`src/include/soc_defs.svh`:
```
`ifndef SOC_DEFS_SVH
`define SOC_DEFS_SVH

// bus widths
`define SOC_ADDR_W 32
`define SOC_DATA_W 32
`define SOC_STRB_W 4 // one enable per byte lane

// axi ids
`define SOC_ID_W 4

// fixed id per core port, fetch and load/store
`define SOC_ID_INST 0
`define SOC_ID_DATA 1

`endif

```
`src/hw/axi_pkg.sv`:
```
`include "soc_defs.svh"

package axi_pkg;

    typedef logic [`SOC_ID_W-1:0]   axi_id_t;
    typedef logic [`SOC_ADDR_W-1:0] axi_addr_t;
    typedef logic [`SOC_DATA_W-1:0] axi_data_t;
    typedef logic [`SOC_STRB_W-1:0] axi_strb_t;
    typedef logic [1:0]             axi_resp_t;

    // address channel, shared by ar and aw
    typedef struct packed {
        axi_id_t   id;
        axi_addr_t addr;
    } axi_ar_t;

    typedef struct packed {
        axi_id_t   id;   // same as awid
        axi_data_t data;
        axi_strb_t strb;
        logic      last; // single beat
    } axi_w_t;

    typedef struct packed {
        axi_id_t   id;
        axi_data_t data;
        axi_resp_t resp;
        logic      last;
    } axi_r_t;

    typedef struct packed {
        axi_id_t   id;
        axi_resp_t resp;
    } axi_b_t;

    // one transfer handed from the arbiter to the master
    typedef struct packed {
        logic      write;
        axi_id_t   id;
        axi_addr_t addr;
        axi_data_t wdata;
        axi_strb_t wstrb;
    } bus_cmd_t;

endpackage

```
`src/hw/cpu_mem_pkg.sv`:
```
`include "soc_defs.svh"

package cpu_mem_pkg;

    typedef logic [`SOC_DATA_W-1:0] mem_word_t;

    // one core port, rom or ram side
    typedef struct packed {
        logic                   en;    // access requested
        logic [`SOC_STRB_W-1:0] wen;   // zero means read
        logic [`SOC_ADDR_W-1:0] addr;
        mem_word_t              wdata;
    } mem_req_t;

endpackage

```
`src/hw/axi_bus_master.sv`:
```
`timescale 1ns/1ps

module axi_bus_master (
    input  logic                   aclk,
    input  logic                   rst_n_i,

    input  logic                   cmd_valid_i,
    input  axi_pkg::bus_cmd_t      cmd_i,
    output logic                   cmd_ready_o,
    output logic                   done_o,
    output cpu_mem_pkg::mem_word_t rdata_o,

    output logic                   arvalid_o,
    output axi_pkg::axi_ar_t       ar_o,
    input  logic                   arready_i,

    input  logic                   rvalid_i,
    input  axi_pkg::axi_r_t        r_i,
    output logic                   rready_o,

    output logic                   awvalid_o,
    output axi_pkg::axi_ar_t       aw_o,
    input  logic                   awready_i,

    output logic                   wvalid_o,
    output axi_pkg::axi_w_t        w_o,
    input  logic                   wready_i,

    input  logic                   bvalid_i,
    input  axi_pkg::axi_b_t        b_i,
    output logic                   bready_o
);
    import axi_pkg::*;
    import cpu_mem_pkg::*;

    typedef enum logic [1:0] {
        st_idle,
        st_addr,
        st_bwait,
        st_rwait
    } state_t;

    state_t    state_q;
    state_t    state_d;
    bus_cmd_t  cmd_q;
    logic      aw_done_q;
    logic      w_done_q;
    logic      done_q;
    mem_word_t rdata_q;

    logic      ar_fire;
    logic      aw_fire;
    logic      w_fire;
    logic      aw_ok;
    logic      w_ok;
    logic      r_match;
    logic      b_match;

    assign ar_fire = arvalid_o & arready_i;
    assign aw_fire = awvalid_o & awready_i;
    assign w_fire  = wvalid_o & wready_i;
    assign aw_ok   = aw_done_q | aw_fire; // now or in an earlier cycle
    assign w_ok    = w_done_q | w_fire;

    // stray beats with a foreign id are taken and dropped
    assign r_match = rvalid_i & rready_o & (r_i.id == cmd_q.id) & r_i.last;
    assign b_match = bvalid_i & bready_o & (b_i.id == cmd_q.id);

    always_comb begin
        state_d = state_q;
        case (state_q)
            st_idle:  if (cmd_valid_i) state_d = st_addr;
            st_addr: begin
                if (cmd_q.write) begin
                    if (aw_ok && w_ok) state_d = st_bwait;
                end else if (ar_fire) begin
                    state_d = st_rwait;
                end
            end
            st_bwait: if (b_match) state_d = st_idle;
            st_rwait: if (r_match) state_d = st_idle;
            default:  state_d = st_idle;
        endcase
    end

    always_ff @(posedge aclk or negedge rst_n_i) begin
        if (!rst_n_i) begin
            state_q   <= st_idle;
            aw_done_q <= 1'b0;
            w_done_q  <= 1'b0;
            done_q    <= 1'b0;
        end else begin
            state_q <= state_d;
            done_q  <= r_match | b_match; // one cycle after the response
            if (state_q != st_addr || (aw_ok && w_ok)) begin
                aw_done_q <= 1'b0;
                w_done_q  <= 1'b0;
            end else begin
                if (aw_fire) aw_done_q <= 1'b1;
                if (w_fire)  w_done_q  <= 1'b1;
            end
        end
    end

    always_ff @(posedge aclk) begin
        if (cmd_valid_i && cmd_ready_o) cmd_q <= cmd_i; // held for the whole transfer
        if (r_match) rdata_q <= r_i.data;
    end

    assign cmd_ready_o = (state_q == st_idle);
    assign done_o      = done_q;
    assign rdata_o     = rdata_q;

    assign arvalid_o = (state_q == st_addr) & ~cmd_q.write;
    assign awvalid_o = (state_q == st_addr) & cmd_q.write & ~aw_done_q;
    assign wvalid_o  = (state_q == st_addr) & cmd_q.write & ~w_done_q;
    assign rready_o  = (state_q == st_rwait);
    assign bready_o  = (state_q == st_bwait);

    assign ar_o = '{id: cmd_q.id, addr: cmd_q.addr};
    assign aw_o = '{id: cmd_q.id, addr: cmd_q.addr};
    assign w_o  = '{id: cmd_q.id, data: cmd_q.wdata, strb: cmd_q.wstrb, last: 1'b1};

endmodule

```
`src/hw/mem_arbiter.sv`:
```
`timescale 1ns/1ps
`include "soc_defs.svh"

module mem_arbiter (
    input  logic                   aclk,
    input  logic                   rst_n_i,

    input  cpu_mem_pkg::mem_req_t  inst_req_i,
    input  cpu_mem_pkg::mem_req_t  data_req_i,
    output logic                   stall_o,
    output cpu_mem_pkg::mem_word_t inst_rdata_o,
    output cpu_mem_pkg::mem_word_t data_rdata_o,

    output logic                   cmd_valid_o,
    output axi_pkg::bus_cmd_t      cmd_o,
    input  logic                   cmd_ready_i,
    input  logic                   done_i,
    input  cpu_mem_pkg::mem_word_t rdata_i
);
    import axi_pkg::*;
    import cpu_mem_pkg::*;

    typedef enum logic [1:0] {
        st_idle,
        st_inst,
        st_data,
        st_release
    } state_t;

    state_t    state_q;
    state_t    state_d;
    logic      issued_q;    // command of the current port handed over
    logic      pend_data_q; // data port still to serve after the fetch
    mem_word_t inst_rdata_q;
    mem_word_t data_rdata_q;

    mem_req_t  sel_req;
    logic      serving;
    logic      data_sel;
    logic      data_write;
    logic      cmd_fire;
    logic      cmd_done;

    assign data_sel   = (state_q == st_data);
    assign serving    = (state_q == st_inst) | data_sel;
    assign data_write = |data_req_i.wen;
    assign sel_req    = data_sel ? data_req_i : inst_req_i;
    assign cmd_fire   = cmd_valid_o & cmd_ready_i;
    assign cmd_done   = done_i & issued_q;

    always_comb begin
        state_d = state_q;
        case (state_q)
            st_idle: begin
                if (inst_req_i.en)      state_d = st_inst; // fetch goes first
                else if (data_req_i.en) state_d = st_data;
            end
            st_inst: begin
                if (cmd_done) state_d = pend_data_q ? st_data : st_release;
            end
            st_data:    if (cmd_done) state_d = st_release;
            st_release: state_d = st_idle;
            default:    state_d = st_idle;
        endcase
    end

    always_ff @(posedge aclk or negedge rst_n_i) begin
        if (!rst_n_i) begin
            state_q      <= st_idle;
            issued_q     <= 1'b0;
            pend_data_q  <= 1'b0;
            inst_rdata_q <= '0;
            data_rdata_q <= '0;
        end else begin
            state_q <= state_d;
            if (state_q == st_idle) pend_data_q <= data_req_i.en;

            if (cmd_fire)      issued_q <= 1'b1;
            else if (cmd_done) issued_q <= 1'b0;

            if (cmd_done && !data_sel) inst_rdata_q <= rdata_i;
            if (cmd_done && data_sel && !data_write) data_rdata_q <= rdata_i;
        end
    end

    // one command per served port
    always_comb begin
        cmd_o       = '0;
        cmd_o.write = data_sel & data_write;
        cmd_o.id    = data_sel ? axi_id_t'(`SOC_ID_DATA) : axi_id_t'(`SOC_ID_INST);
        cmd_o.addr  = sel_req.addr;
        cmd_o.wdata = sel_req.wdata;
        cmd_o.wstrb = cmd_o.write ? sel_req.wen : '0;
    end

    assign cmd_valid_o = serving & ~issued_q;

    always_comb begin
        case (state_q)
            st_idle:    stall_o = inst_req_i.en | data_req_i.en;
            st_release: stall_o = 1'b0; // results valid this cycle
            default:    stall_o = 1'b1;
        endcase
    end

    assign inst_rdata_o = inst_rdata_q;
    assign data_rdata_o = data_rdata_q;

endmodule

```
`src/hw/soc_bus_top.sv`:
```
`timescale 1ns/1ps

module soc_bus_top (
    input  logic                   aclk,
    input  logic                   rst_n_i,

    input  cpu_mem_pkg::mem_req_t  inst_req_i,
    input  cpu_mem_pkg::mem_req_t  data_req_i,
    output logic                   stall_o,
    output cpu_mem_pkg::mem_word_t inst_rdata_o,
    output cpu_mem_pkg::mem_word_t data_rdata_o,

    output logic                   arvalid_o,
    output axi_pkg::axi_ar_t       ar_o,
    input  logic                   arready_i,
    input  logic                   rvalid_i,
    input  axi_pkg::axi_r_t        r_i,
    output logic                   rready_o,
    output logic                   awvalid_o,
    output axi_pkg::axi_ar_t       aw_o,
    input  logic                   awready_i,
    output logic                   wvalid_o,
    output axi_pkg::axi_w_t        w_o,
    input  logic                   wready_i,
    input  logic                   bvalid_i,
    input  axi_pkg::axi_b_t        b_i,
    output logic                   bready_o
);
    import axi_pkg::*;
    import cpu_mem_pkg::*;

    logic      cmd_valid;
    bus_cmd_t  cmd;
    logic      cmd_ready;
    logic      done;
    mem_word_t rdata;

    mem_arbiter u_arbiter (
        .aclk         (aclk),
        .rst_n_i      (rst_n_i),
        .inst_req_i   (inst_req_i),
        .data_req_i   (data_req_i),
        .stall_o      (stall_o),
        .inst_rdata_o (inst_rdata_o),
        .data_rdata_o (data_rdata_o),
        .cmd_valid_o  (cmd_valid),
        .cmd_o        (cmd),
        .cmd_ready_i  (cmd_ready),
        .done_i       (done),
        .rdata_i      (rdata)
    );

    axi_bus_master u_axi_master (
        .aclk        (aclk),
        .rst_n_i     (rst_n_i),
        .cmd_valid_i (cmd_valid),
        .cmd_i       (cmd),
        .cmd_ready_o (cmd_ready),
        .done_o      (done),
        .rdata_o     (rdata),
        .arvalid_o   (arvalid_o),
        .ar_o        (ar_o),
        .arready_i   (arready_i),
        .rvalid_i    (rvalid_i),
        .r_i         (r_i),
        .rready_o    (rready_o),
        .awvalid_o   (awvalid_o),
        .aw_o        (aw_o),
        .awready_i   (awready_i),
        .wvalid_o    (wvalid_o),
        .w_o         (w_o),
        .wready_i    (wready_i),
        .bvalid_i    (bvalid_i),
        .b_i         (b_i),
        .bready_o    (bready_o)
    );

endmodule

```
`config.mk`:
```
export PLATFORM = sky130hd
export DESIGN_NAME = soc_bus_top
export DESIGN_NICKNAME = d
export VERILOG_FILES = /design/src/hw/axi_pkg.sv /design/src/hw/cpu_mem_pkg.sv /design/src/hw/axi_bus_master.sv /design/src/hw/mem_arbiter.sv /design/src/hw/soc_bus_top.sv
export VERILOG_INCLUDE_DIRS = /design/src /design/src/include
export SDC_FILE = /design/constraint.sdc
export NUM_CORES = 1
export LEC_CHECK = 0
export BUFFER_PORTS_ARGS = -buffer_cell sky130_fd_sc_hd__buf_2
export CORE_AREA = 2 2 143 145
export CTS_CLUSTER_SIZE = 25
export DETAILED_ROUTE_END_ITERATION = 8
export DIE_AREA = 0 0 145 147
export PLACE_DENSITY = 0.81
export REMOVE_ABC_BUFFERS = 1
export SLEW_MARGIN = 15
export SYNTH_ARGS = -nofsm -noshare
export SYNTH_HDL_FRONTEND = slang
export SYNTH_SLANG_ARGS = --single-unit
```
`constraint.sdc`:
```
create_clock -name aclk -period 2.9 [get_ports aclk]
set_clock_uncertainty 0.05 [all_clocks]
set_input_delay 0.145 -clock aclk [delete_from_list [all_inputs] [get_ports aclk]]
set_output_delay 0.145 -clock aclk [all_outputs]
set_load 0.05 [all_outputs]
```
### Word level (Yosys, flattened, before mapping)

Index checks and enable logic that the tools add are counted.

* register bits after elaboration: 178
* bits in latches: 0
* bits in writable memories: 0
* memory bits (read-only): 0
* input port bits: 190
* output and inout port bits: 183
* memories: 0

* $add $sub $neg: 0
* $mul: 0
* div/mod/pow operators: 0
* magnitude comparators: 0
* equal/unequal tests: 17
* shift operators: 0
* mux-type cells: 22
* bitwise gates (word level): 25
* reduce and logical (&&, ||, !) cells: 16

Operators by type and width (count)
* two-way mux 68 bit: 1
* two-way mux 2 bit: 10
* bitwise AND 1 bit: 16
* case mux 2 bit (4 select lines): 2
* == test 2 bit, second input constant: 4
* == test 4 bit: 2
* two-way mux 1 bit: 8
* != test 2 x 1 -> 1 bit, second input constant: 3
* != test 2 bit, second input constant: 3
* != test 3 bit, second input constant: 2
* nonzero test 2 bit: 3
* logical AND 1 bit: 5
* OR 1 bit: 5
* AND reduction 5 bit: 1
* == test 2 x 1 -> 1 bit, second input constant: 2
* zero test 2 bit: 2
* NOT 1 bit: 4
* OR reduction 4 bit: 1
* != test 3 x 1 -> 1 bit, second input constant: 1
* AND reduction 3 bit: 1
* zero test 1 bit: 2
* case mux 1 bit (2 select lines): 1
* logical OR 1 bit: 1

### Longest topological paths before layout

Gate-level depths: netlist (run 1).

* depth in word-level cells: 9
* gate-level depth with buffers: 7
* mapped depth without buffers: 5

### Cells and area by module

A second synthesis (run 1) with hierarchy kept.

* cells, all modules: 511
* area total of the unflattened synthesis: 8055.2 µm²

Modules (own cells, without submodules)
* axi_bus_master: instances 1, cells each 262, area an instance 4386.7 µm², seq. area each 3278.1 µm²
* mem_arbiter: instances 1, cells each 249, area an instance 3668.5 µm², seq. area each 1701.6 µm²

### Worst setup path after synthesis (run 1)

OpenSTA, ideal clock, no wires.

* path type: register -> register
* from: register u_arbiter.state_q[0]
* to: register u_axi_master.cmd_q, in the netlist u_axi_master.ar_o[0] (enable)
* library setup time: 0.424 ns
* data arrival time: 2.164 ns
* slack: 0.262 ns
* cell stages (with the launch flop): 5
* buffers on the path: 0
* clock period less this slack: 2.638 ns
* path through: dfrtp_1 inv_1 ha_1 nand3_1 inv_1

* word-level cells in the longest chain between the ends: 4
* elaborated cells between the ends (all ways): 5

RTL lines
* from (decl): RTL line mem_arbiter.sv:30 `state_t state_q;`
* from (signal assigned): RTL line mem_arbiter.sv:69 `state_q <= st_idle;`
* from (signal assigned): RTL line mem_arbiter.sv:75 `state_q <= state_d;`
* == test 2 x 1 -> 1 bit / == test 2 bit (equally long branches): RTL line mem_arbiter.sv:45, mem_arbiter.sv:44
* OR 1 bit (*): RTL line mem_arbiter.sv:45 `assign serving = (state_q == st_inst) | data_sel;`
* bitwise AND 1 bit (*): RTL line mem_arbiter.sv:96 `assign cmd_valid_o = serving & ~issued_q;`
* logical AND 1 bit (*): RTL line axi_bus_master.sv:106 `if (cmd_valid_i && cmd_ready_o) cmd_q <= cmd_i;`
* to (signal assigned): RTL line axi_bus_master.sv:106
* to (decl): RTL line axi_bus_master.sv:45 `bus_cmd_t cmd_q;`

Every way passes the cells marked *; elsewhere a longest branch is shown, timed or not.
A chain may end at the register's enable or synchronous reset.

==> results of run 1 <==
==> synthesized netlist by cell type (3+ instances only) <==
cell type / number
sky130_fd_sc_hd__nor3b_1: 3
sky130_fd_sc_hd__dfrtp_1: 73
sky130_fd_sc_hd__a21oi_1: 4
sky130_fd_sc_hd__edfxtp_1: 102
sky130_fd_sc_hd__buf_12: 3
sky130_fd_sc_hd__ha_1: 4
sky130_fd_sc_hd__mux2_4: 30
sky130_fd_sc_hd__o21ai_0: 4
sky130_fd_sc_hd__nor2b_1: 3
sky130_fd_sc_hd__nor2_1: 3
sky130_fd_sc_hd__buf_2: 10
sky130_fd_sc_hd__and2_1: 4
sky130_fd_sc_hd__inv_1: 7
sky130_fd_sc_hd__mux2_2: 99
sky130_fd_sc_hd__buf_4: 113
==> worst reg2reg max path: stages, from the launching register on <==
cell and delay [ns]:
sky130_fd_sc_hd__dfrtp_1 0.42, sky130_fd_sc_hd__inv_1 0.13, sky130_fd_sc_hd__ha_4 0.32, sky130_fd_sc_hd__buf_12 0.32, sky130_fd_sc_hd__mux2_2 0.45, sky130_fd_sc_hd__dlygate4sd3_1 0.59
==> what timing repair did <==
item | CTS | global route
hold buffers | 166 | 1
gates resized for setup | 0 | 0
hold endpoints to repair | 144 | 1
==> how the worst min path moves through the flow <==
stage | depth (start not counted) | to
floorplan | 0 | u_arbiter.data_rdata_o[0]
global placement | 1 | u_axi_master.rdata_o[26]
detailed placement | 1 | u_axi_master.rdata_o[23]
CTS | 2 | u_axi_master.w_o[32]
global route | 4 | u_axi_master.state_q[1]
finish | 2 | u_axi_master.ar_o[5]
==> cell type report <==
cell class / instances / area [um^2]
fill: 1531 / 8458
sequential: 175 / 4890
timing repair buffer: 531 / 3556
multi-input combinational: 188 / 1977
clock buffer: 18 / 450.4
tap: 270 / 337.8
clock inverter: 14 / 143.9
inverter: 7 / 26.28
antenna: 2 / 5.005
==> metrics by stage <==
stage / setup WS [ns] / hold WS, ns / total power [mW] / setup TNS, ns / area, um^2
after global routing: 0.2889 / 0.05739 / 8.282 / 0 / 11390
after floorplan: -1.337 / -0.2006 / 4.609 / -64.75 / 6878
after global placement: 0.9074 / 0.2721 / 5.116 / 0 / 9115
after detailed placement: 0.8652 / 0.2734 / 5.161 / 0 / 9115
final: 0.3716 / 0.05555 / 7.953 / 0 / 11390
after CTS: 0.4296 / 0.0005692 / 7.965 / 0 / 11370
==> routing by layer <==
layer,wire length (um),up-vias,track usage
li1,-,2492,-
met2,11250,288,0.3550
met1,7991,2674,0.2165
met3,1282,42,0.05311
met4,619,2,0.08119
met5,12,-,0
==> flip-flops by register name, indices dropped and copies added (netlist names), 2 cells and up <==
signal and flops:
u_axi_master.state_q 2, u_arbiter.inst_rdata_o 32, u_axi_master.ar_o 33, u_axi_master.w_o 36, u_axi_master.rdata_o 32, u_arbiter.data_rdata_o 32
u_arbiter.state_q 2
==> cell families after synthesis <==
| group | after synthesis | synth area share |
|---|---|---|
| adder cells (fa/ha/maj) | 4 | 0.006396 |
| buffers and inverters | 136 | 0.1282 |
| AO/OA/AOI/OAI | 16 | 0.01407 |
| multiplexers | 129 | 0.2000 |
| XOR/XNOR | 2 | 0.002239 |
| flip-flops | 175 | 0.6249 |
| AND/OR/NAND/NOR | 27 | 0.02319 |
| other | 2 | 0.0009597 |
==> report_power, final <==
| part | internal [mW] | switching, mW | leakage, nW |
|---|---|---|---|
| Combinational | 1.25 | 1.39 | 3.09 |
| Clock | 1.20 | 1.08 | 0.284 |
| Sequential | 2.92 | 0.107 | 1.92 |
| Total | 5.37 | 2.58 | 5.29 |
==> Implementation_results.wiki, run 1 <==
{| class="wikitable"
! Metric !! Value
|-
| Commonest non-fill, non-tap cells in the layout || 354 x sky130_fd_sc_hd__buf_2, 167 x sky130_fd_sc_hd__dlygate4sd3_1, 102 x sky130_fd_sc_hd__edfxtp_1
|-
| Total Die Area || 21,320 um^2
|-
| Clock latency on the worst-skew pair || 0.42 ns
|-
| Buffers & Inverters on Critical Path || 3
|-
| Hold_sp || data_req_i[37]
|-
| Post-detailed-placement half-perimeter wirelength || 13,790 um
|-
| Fraction of layout instances using a drive strength above 1 || 0.5723
|-
| Register area share after synthesis || 0.6249
|-
| Worst setup path endpoint || u_axi_master.ar_o[7]
|-
| Worst R2R Path Depth || 5
|-
| Clock root buffer master || sky130_fd_sc_hd__clkbuf_16
|-
| Stage delay of the slowest cell on the critical path || 0.59 ns
|-
| I/O Buffers || 354
|-
| Setup repair after global routing missed its margin || no
|-
| Crit Reg-Reg Startpoint || u_arbiter.state_q[0]
|-
| Aggregate routed wire length || 21,160 um
|-
| Die width || 145 um
|-
| Critical path capture point type || flip-flop
|-
| Number of iterations in the first detailed-routing pass || 4
|-
| CTS Buf Count || 17
|-
| Mean Syn Cell Area || 15.94 um^2
|-
| Worst Path Required || 3.02 ns
|-
| Cell area after synthesis || 7825 um^2
|-
| Overflow left after global routing || 0
|-
| Post-synth EDFFs || 102
|-
| Via count of the routed design || 5,498
|-
| Critical Path, Cell by Cell || inv_1 > ha_4 > buf_12 > mux2_2 > dlygate4sd3_1
|-
| Maximum number of pins on one net before global-route repair || 57
|-
| First-pass GRT wire length || 31,910 um
|-
| Most common cell after layout, fill and taps aside || sky130_fd_sc_hd__buf_2
|-
| Number of setup buffers added after CTS || 0
|-
| Flop and latch count out of synthesis || 175
|-
| Remaining number of nets flagged by the antenna check after routing || 0
|-
| Number of violations of the max-capacitance limit || 0
|-
| Routed len/inst || 17.56 um
|-
| Run status || finished, final reports clean
|-
| I/O pin count || 373
|-
| Overall routing resource usage || 0.1953
|-
| H-tree depth || 4
|-
| Initial DRC Count || 198
|-
| Core utilization of the finished layout || 0.5738
|-
| Count of final hold-check violations || 0
|-
| Slew at the pin closest to its max-slew limit || 0.9295 ns
|-
| Delay-heaviest family, CP || buffers and inverters
|-
| Ys async rst share || 0.4171
|-
| Starting Density || 0.3943
|-
| Clock Tree Buf Depth || 2
|-
| Kind of start point of the critical path || flip-flop
|-
| Area inside the core boundary || 19,840 um^2
|-
| Worst vdd ir || 0.3538 mV
|-
| Final cell count without fillers || 1,205
|-
| Finish-stage setup viols || 0
|-
| Max Clk Rate || 395.5 MHz
|-
| Period utilization || 0.8719
|-
| Cell count after placement || 1,004
|-
| Via density || 4.563
|-
| Final net count || 1,114
|-
| RD Place Congestion || 0.7550
|-
| Largest cells by area after synthesis || sky130_fd_sc_hd__edfxtp_1 39%, sky130_fd_sc_hd__dfrtp_1 23%, sky130_fd_sc_hd__mux2_2 14%, sky130_fd_sc_hd__buf_4 11%, sky130_fd_sc_hd__mux2_4 5.8%
|-
| Die Height || 147 um
|-
| DRC violation count after routing || 0
|-
| Power Density || 698.5 nW/um^2
|-
| TritonCTS sink count || 175
|-
| Post-synth top area cell || sky130_fd_sc_hd__edfxtp_1
|-
| Number of antenna violations at the first check in global routing || 3
|-
| Arrival time at the worst endpoint || 2.65 ns
|-
| Crit Reg-Reg Endpoint || u_axi_master.ar_o[7]
|-
| Critical path startpoint || u_arbiter.state_q[0]
|-
| Clock slew at the register clock pins of the worst setup and hold paths || 0.07 ns
|-
| Distinct cell type count of the synthesized netlist || 38
|-
| Highest net fanout along the worst path || 56
|-
| Main synth FF type || sky130_fd_sc_hd__edfxtp_1
|-
| Yosys warnings || 0
|-
| Stages on worst setup path || 5
|-
| Gate count of the mapped netlist || 491
|-
| Reg-to-reg slack, setup || 0.37 ns
|-
| Worst slew margin relative to its limit || 0.3803
|-
| LEAKAGE || 5.291 nW
|-
| Crit path max-delay cell type || sky130_fd_sc_hd__dlygate4sd3_1
|-
| TritonCTS clock tree || built
|-
| Count of pins over their slew limit || 0
|-
| Shortest period the worst path allows || 2.528 ns
|-
| Top cell type's share of synthesized area || 0.3914
|-
| Path category of the worst min-delay check || primary input to flip-flop
|-
| Floorplan row count || 52
|-
| Area Growth Syn to Fin || 45.51%
|-
| Critical path class || flip-flop to flip-flop
|-
| Vias in the first global route || 5,868
|}
Note: power is estimated with default switching activity, not from simulation.
==> inputs of run 2 (changes only) <==
==> constraint.sdc (replaced) <==
create_clock -name aclk -period 2.9 [get_ports aclk]
set_clock_uncertainty 0.05 [all_clocks]
set_input_delay 0.58 -clock aclk [delete_from_list [all_inputs] [get_ports aclk]]
set_output_delay 0.58 -clock aclk [all_outputs]
set_load 0.05 [all_outputs]
==> run 2 against run 1 <==
Effect of this change:
- core utilization is 8.3 points lower
- maximum frequency up 3.7%
- worst hold slack better by 0.042 ns
- total power decreased by 6.8%
- highest routed layer unchanged
- non-clock buffer count shrank 170
- via count down 15%
- wire length down 14%
- combinational power shrank 22%
- first-iteration DRC count increased by 4.5%
- die area unchanged
- final cell count decreased by 14%
- sequential cell count stayed put
==> Implementation_results.wiki, run 2 (synthesis gave the netlist of run 1 again) <==
{| class="wikitable"
! Metric !! Value
|-
| Run status || finished, final reports clean
|-
| Shortest period the worst path allows || 2.438 ns
|-
| Setup repair after global routing missed its margin || no
|-
| Worst vdd ir || 0.2965 mV
|-
| Layout filler cell count || 1,727
|-
| Met3 Usage GRT || 0.04130
|-
| Kind of start point of the critical path || flip-flop
|-
| Number of setup buffers added after CTS || 0
|-
| Path category of the worst min-delay check || primary input to asynchronous set/reset pin
|-
| Number of antenna violations at the first check in global routing || 4
|-
| I/O pin count || 373
|-
| Internal Pwr Total || 5.029 mW
|-
| RD Place Congestion || 0.7561
|-
| Initial DRC Count || 207
|-
| Most common cell after layout, fill and taps aside || sky130_fd_sc_hd__buf_2
|-
| Count of final hold-check violations || 0
|-
| Power Density || 761.6 nW/um^2
|-
| DRC violation count after routing || 0
|-
| Period utilization || 0.8408
|-
| Critical path capture point type || output pin
|-
| TritonCTS clock tree || built
|-
| Smallest hold slack || 0.09733 ns
|-
| Clock latency on the worst-skew pair || 0.41 ns
|-
| Clock slew at the register clock pins of the worst setup and hold paths || 0.07 ns
|-
| Global-route met1 utilization || 0.2103
|-
| GR Util met2 || 0.2798
|-
| TritonCTS sink count || 175
|-
| Placed cell areas || 9117 um^2
|-
| Remaining number of nets flagged by the antenna check after routing || 0
|-
| Sequential cell area in the final layout || 4890 um^2
|-
| Max Clk Rate || 410.1 MHz
|-
| Clock power frac || 0.311
|-
| Number of iterations in the first detailed-routing pass || 4
|-
| LEAKAGE || 4.596 nW
|-
| Clock Tree Buf Depth || 2
|-
| Finish-stage setup viols || 0
|-
| Power consumption || 7.410 mW
|-
| Worst slew margin relative to its limit || 0.6191
|-
| Worst Path Required || 2.27 ns
|-
| Count of pins over their slew limit || 0
|-
| Fraction of layout instances using a drive strength above 1 || 0.6959
|-
| Fraction of power consumed by sequential logic || 0.410
|-
| Routed len/inst || 17.49 um
|-
| Logic gate share of total power || 0.279
|-
| Post-detailed-placement half-perimeter wirelength || 13,390 um
|-
| Aggregate routed wire length || 18,110 um
|-
| Number of flip-flops under the largest register name || 36
|-
| Final net count || 944
|-
| Die width || 145 um
|-
| Routing layer with the top usage in global route || met2
|-
| Critical path class || flip-flop to output pin
|-
| Quantity of gates resized following cts || 0
|-
| Hold-fix buffer count after cts || 0
|-
| Overflow left after global routing || 0
|-
| Vias in the first global route || 4,651
|-
| Fin area || 9729 um^2
|-
| Floorplan row count || 52
|-
| First-pass GRT wire length || 26,830 um
|-
| Slew at the pin closest to its max-slew limit || 0.5714 ns
|-
| Clock root buffer master || sky130_fd_sc_hd__clkbuf_16
|-
| Maximum number of pins on one net before global-route repair || 71
|-
| Multi-input logic area || 1977 um^2
|-
| Via density || 4.529
|-
| I/O Buffers || 354
|-
| Switching power summed over all nets || 2.380 mW
|-
| Area Growth Syn to Fin || 24.34%
|-
| Die Height || 147 um
|-
| Number of violations of the max-capacitance limit || 0
|-
| Overall routing resource usage || 0.1674
|-
| Via count of the routed design || 4,688
|-
| CTS Buf Count || 17
|-
| Arrival time at the worst endpoint || 1.81 ns
|-
| Starting Density || 0.3943
|-
| Total Die Area || 21,320 um^2
|-
| Area inside the core boundary || 19,840 um^2
|-
| H-tree depth || 4
|-
| Share of total power consumed by net switching || 0.3212
|-
| Commonest non-fill, non-tap cells in the layout || 354 x sky130_fd_sc_hd__buf_2, 102 x sky130_fd_sc_hd__edfxtp_1, 99 x sky130_fd_sc_hd__mux2_2
|-
| Highest net fanout along the worst path || 6
|}
[run 2: cell types whose count changed in the layout (fill, tap and decap cells not counted)]
cell                            delta
sky130_fd_sc_hd__buf_12            +2
sky130_fd_sc_hd__buf_4             -5
sky130_fd_sc_hd__bufinv_16         +1
sky130_fd_sc_hd__clkbuf_16         -1
sky130_fd_sc_hd__clkbuf_8          +4
sky130_fd_sc_hd__clkinv_4          +4
sky130_fd_sc_hd__clkinv_8          -1
sky130_fd_sc_hd__clkinvlp_4        -2
sky130_fd_sc_hd__dlygate4sd3_1   -167
sky130_fd_sc_hd__inv_4             -1
sky130_fd_sc_hd__inv_8             -4
[run 2: power by group through the flow]
stage | registers, mW | logic [mW] | clock network [mW]
6_report | 3.03 | 2.07 | 2.31
5_1_grt | 3.05 | 2.20 | 2.47
4_1_cts | 3.03 | 2.10 | 2.37
3_5_place_dp | 3.08 | 2.10 | 0
3_3_place_gp | 3.07 | 2.06 | 0
2_1_floorplan | 3.59 | 1.02 | 0
[run 2: layout make-up]
cell class / instances / share of cell area
sequential: 175 / 0.5026
tap: 270 / 0.03472
clock inverter: 11 / 0.01299
antenna: 2 / 0.0005144
inverter: 7 / 0.002701
multi-input combinational: 188 / 0.2032
clock buffer: 21 / 0.04938
timing repair buffer: 361 / 0.1939
[run 2: worst max-delay path, cell delays in order, from the launching register on]
cell                      delay [ns]
sky130_fd_sc_hd__dfrtp_1        0.42
sky130_fd_sc_hd__inv_1          0.14
sky130_fd_sc_hd__ha_1           0.28
sky130_fd_sc_hd__nor3b_1        0.27
sky130_fd_sc_hd__a21oi_1        0.07
sky130_fd_sc_hd__buf_2          0.22
[run 2: worst paths after layout]
check | from | to | slack, ns | cells after the start
setup reg to reg | u_arbiter.state_q[0] | u_arbiter.data_rdata_o[1] | 0.95 | 5
min in group aclk | r_i[10] | u_axi_master.rdata_o[7] | 0.29 | 1
max in group asynchronous | rst_n_i | u_arbiter.inst_rdata_o[26] | 2.03 | 2
setup / recovery | u_arbiter.state_q[0] | stall_o | 0.46 | 5
hold reg to reg | u_axi_master.rdata_o[29] | u_arbiter.data_rdata_o[29] | 0.45 | 1
hold / removal | rst_n_i | u_arbiter.inst_rdata_o[14] | 0.1 | 1
[run 2: routing by layer]
layer  part of all wire  wire (um)  vias to the layer above
met5             0.0012         21                        -
met4              0.020        364                        4
met3              0.066       1201                       25
met2               0.51       9211                      218
met1               0.40       7308                     2285
li1                   -          -                     2156
[run 2: metrics by stage]
stage          std cells  setup WS (ns)    util  setup TNS (ns)
2_1_floorplan        370         -1.337       -          -64.75
3_3_place_gp        1001         0.6430  0.4595               0
3_5_place_dp        1001         0.6200  0.4595               0
4_1_cts             1033         0.4445  0.4900               0
5_1_grt             1035         0.3354  0.4903               0
6_report            1035         0.4617  0.4903               0
==> inputs of run 3 (changes only) <==
- PLACE_DENSITY: 0.81 -> 0.84
- clock period: 2.9 -> 2.19 ns (I/O delays scaled with it)
==> run 3 against run 2 <==
Effect of this change:
- worst hold slack better by 0.045 ns
- setup slack worse by 0.39 ns
- critical path type unchanged
- global-route usage rose by 0.88 points
- sequential power increased by 32%
- critical endpoint unchanged
- first-iteration DRC count shrank 38%
- sequential share of layout area fell by 0.68 points
- core utilization rose by 0.69 points
- largest power group unchanged
- clock power up 28%
==> Implementation_results.wiki, run 3 (synthesis gave the netlist of run 1 again) <==
{| class="wikitable"
! Metric !! Value
|-
| GR Util met2 || 0.3095
|-
| Critical path class || flip-flop to output pin
|-
| Delay-heaviest family, CP || flip-flops
|-
| Hold_sp || r_i[14]
|-
| RD Place Congestion || 0.8135
|-
| Highest net fanout along the worst path || 6
|-
| Post-detailed-placement half-perimeter wirelength || 14,370 um
|-
| Area inside the core boundary || 19,840 um^2
|-
| Vias in the first global route || 4,918
|-
| Maximum number of pins on one net before global-route repair || 36
|-
| I/O pin count || 373
|-
| Area Growth Syn to Fin || 26.08%
|-
| Via count of the routed design || 4,763
|-
| First-pass GRT wire length || 28,300 um
|-
| Met3 Usage GRT || 0.04348
|-
| Buffers & Inverters on Critical Path || 2
|-
| LEAKAGE || 4.668 nW
|-
| Slew at the pin closest to its max-slew limit || 0.5134 ns
|-
| Total Die Area || 21,320 um^2
|-
| Power Density || 1009 nW/um^2
|-
| Period utilization || 0.9654
|-
| Crit Reg-Reg Startpoint || u_arbiter.state_q[0]
|-
| Crit Reg-Reg Endpoint || u_arbiter.data_rdata_o[1]
|-
| Core utilization of the finished layout || 0.4972
|-
| Die width || 145 um
|-
| Final net count || 959
|-
| Final cell count without fillers || 1,052
|-
| Die Height || 147 um
|-
| Via density || 4.528
|-
| Number of flip-flops under the largest register name || 36
|-
| Run status || finished, final reports clean
|-
| Floorplan row count || 52
|-
| Clock Tree Buf Depth || 2
|-
| Clock slew at the register clock pins of the worst setup and hold paths || 0.07 ns
|-
| Starting Density || 0.3943
|-
| DRC violation count after routing || 0
|-
| Reg-to-reg slack, setup || 0.26 ns
|-
| Cell count after placement || 1,015
|-
| Worst R2R Path Depth || 5
|-
| Worst vdd ir || 0.4485 mV
|-
| Setup repair after global routing missed its margin || no
|-
| Remaining number of nets flagged by the antenna check after routing || 0
|-
| Critical Path, Cell by Cell || inv_1 > ha_4 > nor3b_2 > a21oi_1 > buf_4
|-
| H-tree depth || 4
|-
| Routing layer with the top usage in global route || met2
|-
| Number of iterations in the first detailed-routing pass || 4
|-
| Crit path max-delay cell type || sky130_fd_sc_hd__dfrtp_1
|-
| TritonCTS sink count || 175
|-
| CTS Buf Count || 17
|-
| Post-Place Worst Slack || 0.1131 ns
|-
| Max Clk Rate || 473.0 MHz
|-
| Initial DRC Count || 129
|-
| Shortest period the worst path allows || 2.114 ns
|-
| Worst slew margin relative to its limit || 0.6577
|-
| Power consumption || 9.954 mW
|-
| Arrival time at the worst endpoint || 1.63 ns
|-
| Clock root buffer master || sky130_fd_sc_hd__clkbuf_16
|-
| Layout filler cell count || 1,685
|-
| I/O Buffers || 354
|-
| Number of setup buffers added after CTS || 0
|-
| Stage delay of the slowest cell on the critical path || 0.40 ns
|-
| Global-route met1 utilization || 0.2090
|-
| Count of pins over their slew limit || 0
|-
| Routed len/inst || 17.99 um
|-
| Aggregate routed wire length || 18,930 um
|-
| Count of final hold-check violations || 0
|-
| Path category of the worst min-delay check || primary input to flip-flop
|-
| Worst Path Required || 1.70 ns
|-
| Fraction of layout instances using a drive strength above 1 || 0.7018
|-
| Kind of start point of the critical path || flip-flop
|-
| Finish-stage setup viols || 0
|-
| Overall routing resource usage || 0.1761
|-
| Critical path capture point type || output pin
|-
| Number of antenna violations at the first check in global routing || 5
|-
| Cell depth of the worst min-delay path || 1
|-
| Commonest non-fill, non-tap cells in the layout || 353 x sky130_fd_sc_hd__buf_2, 102 x sky130_fd_sc_hd__edfxtp_1, 99 x sky130_fd_sc_hd__mux2_2
|-
| Most common cell after layout, fill and taps aside || sky130_fd_sc_hd__buf_2
|-
| TritonCTS clock tree || built
|-
| Worst min-delay path endpoint || u_axi_master.rdata_o[11]
|-
| PnR worst setup slack || 0.07579 ns
|-
| Overflow left after global routing || 0
|-
| Clock latency on the worst-skew pair || 0.42 ns
|-
| Number of violations of the max-capacitance limit || 0
|-
| Aggregate negative setup slack || 0 ns
|}
## run 3: per-stage QoR
step | instance area [um^2] | hold WS (ns)
6_report | 9866 | 0.1419
5_1_grt | 9863 | 0.1188
4_1_cts | 9844 | 0.1171
3_5_place_dp | 9248 | 0.3899
3_3_place_gp | 9248 | 0.3834
2_1_floorplan | 6878 | 0.09241
## run 3: area by class of cell
| class | count | area [um^2] | area share |
|---|---|---|---|
| multi-input combinational | 188 | 1994 | 0.2022 |
| inverter | 7 | 26.28 | 0.002663 |
| sequential | 175 | 4891 | 0.4958 |
| antenna | 4 | 10.01 | 0.001015 |
| timing repair buffer | 376 | 2029 | 0.2057 |
| clock inverter | 10 | 102.6 | 0.01040 |
| clock buffer | 22 | 474.2 | 0.04807 |
| tap | 270 | 337.8 | 0.03424 |
## run 3: worst max path at each step
stage | start | end | slack (ns) | cells after the start
after floorplan | u_arbiter.state_q[0] | u_arbiter.data_rdata_o[0] | -2.05 | 4
after global placement | data_req_i[66] | u_arbiter.data_rdata_o[0] | 0.14 | 5
after detailed placement | data_req_i[66] | u_arbiter.data_rdata_o[0] | 0.11 | 5
after CTS | u_arbiter.state_q[0] | stall_o | 0.02 | 5
after global routing | u_arbiter.state_q[0] | stall_o | 0.0008 | 5
final | u_arbiter.state_q[0] | stall_o | 0.08 | 5
## run 3: what timing repair did
action / in CTS / in global routing
gates resized for setup: 3 / 2
hold buffers: 1 / 0
endpoints found under the hold margin: 20 / 0
endpoints found under the setup margin: 1 / 1
## run 3: power breakdown
part	switching [mW]	internal [mW]
clock	1.28	1.67
sequential	0.139	3.88
combinational	1.76	1.23
## run 3: per-layer routing
metal  up-vias  routed length, um
met2       223               9810
met1      2324               7511
met3        30               1179
li1       2184                  -
met5         -                 10
met4         2                416
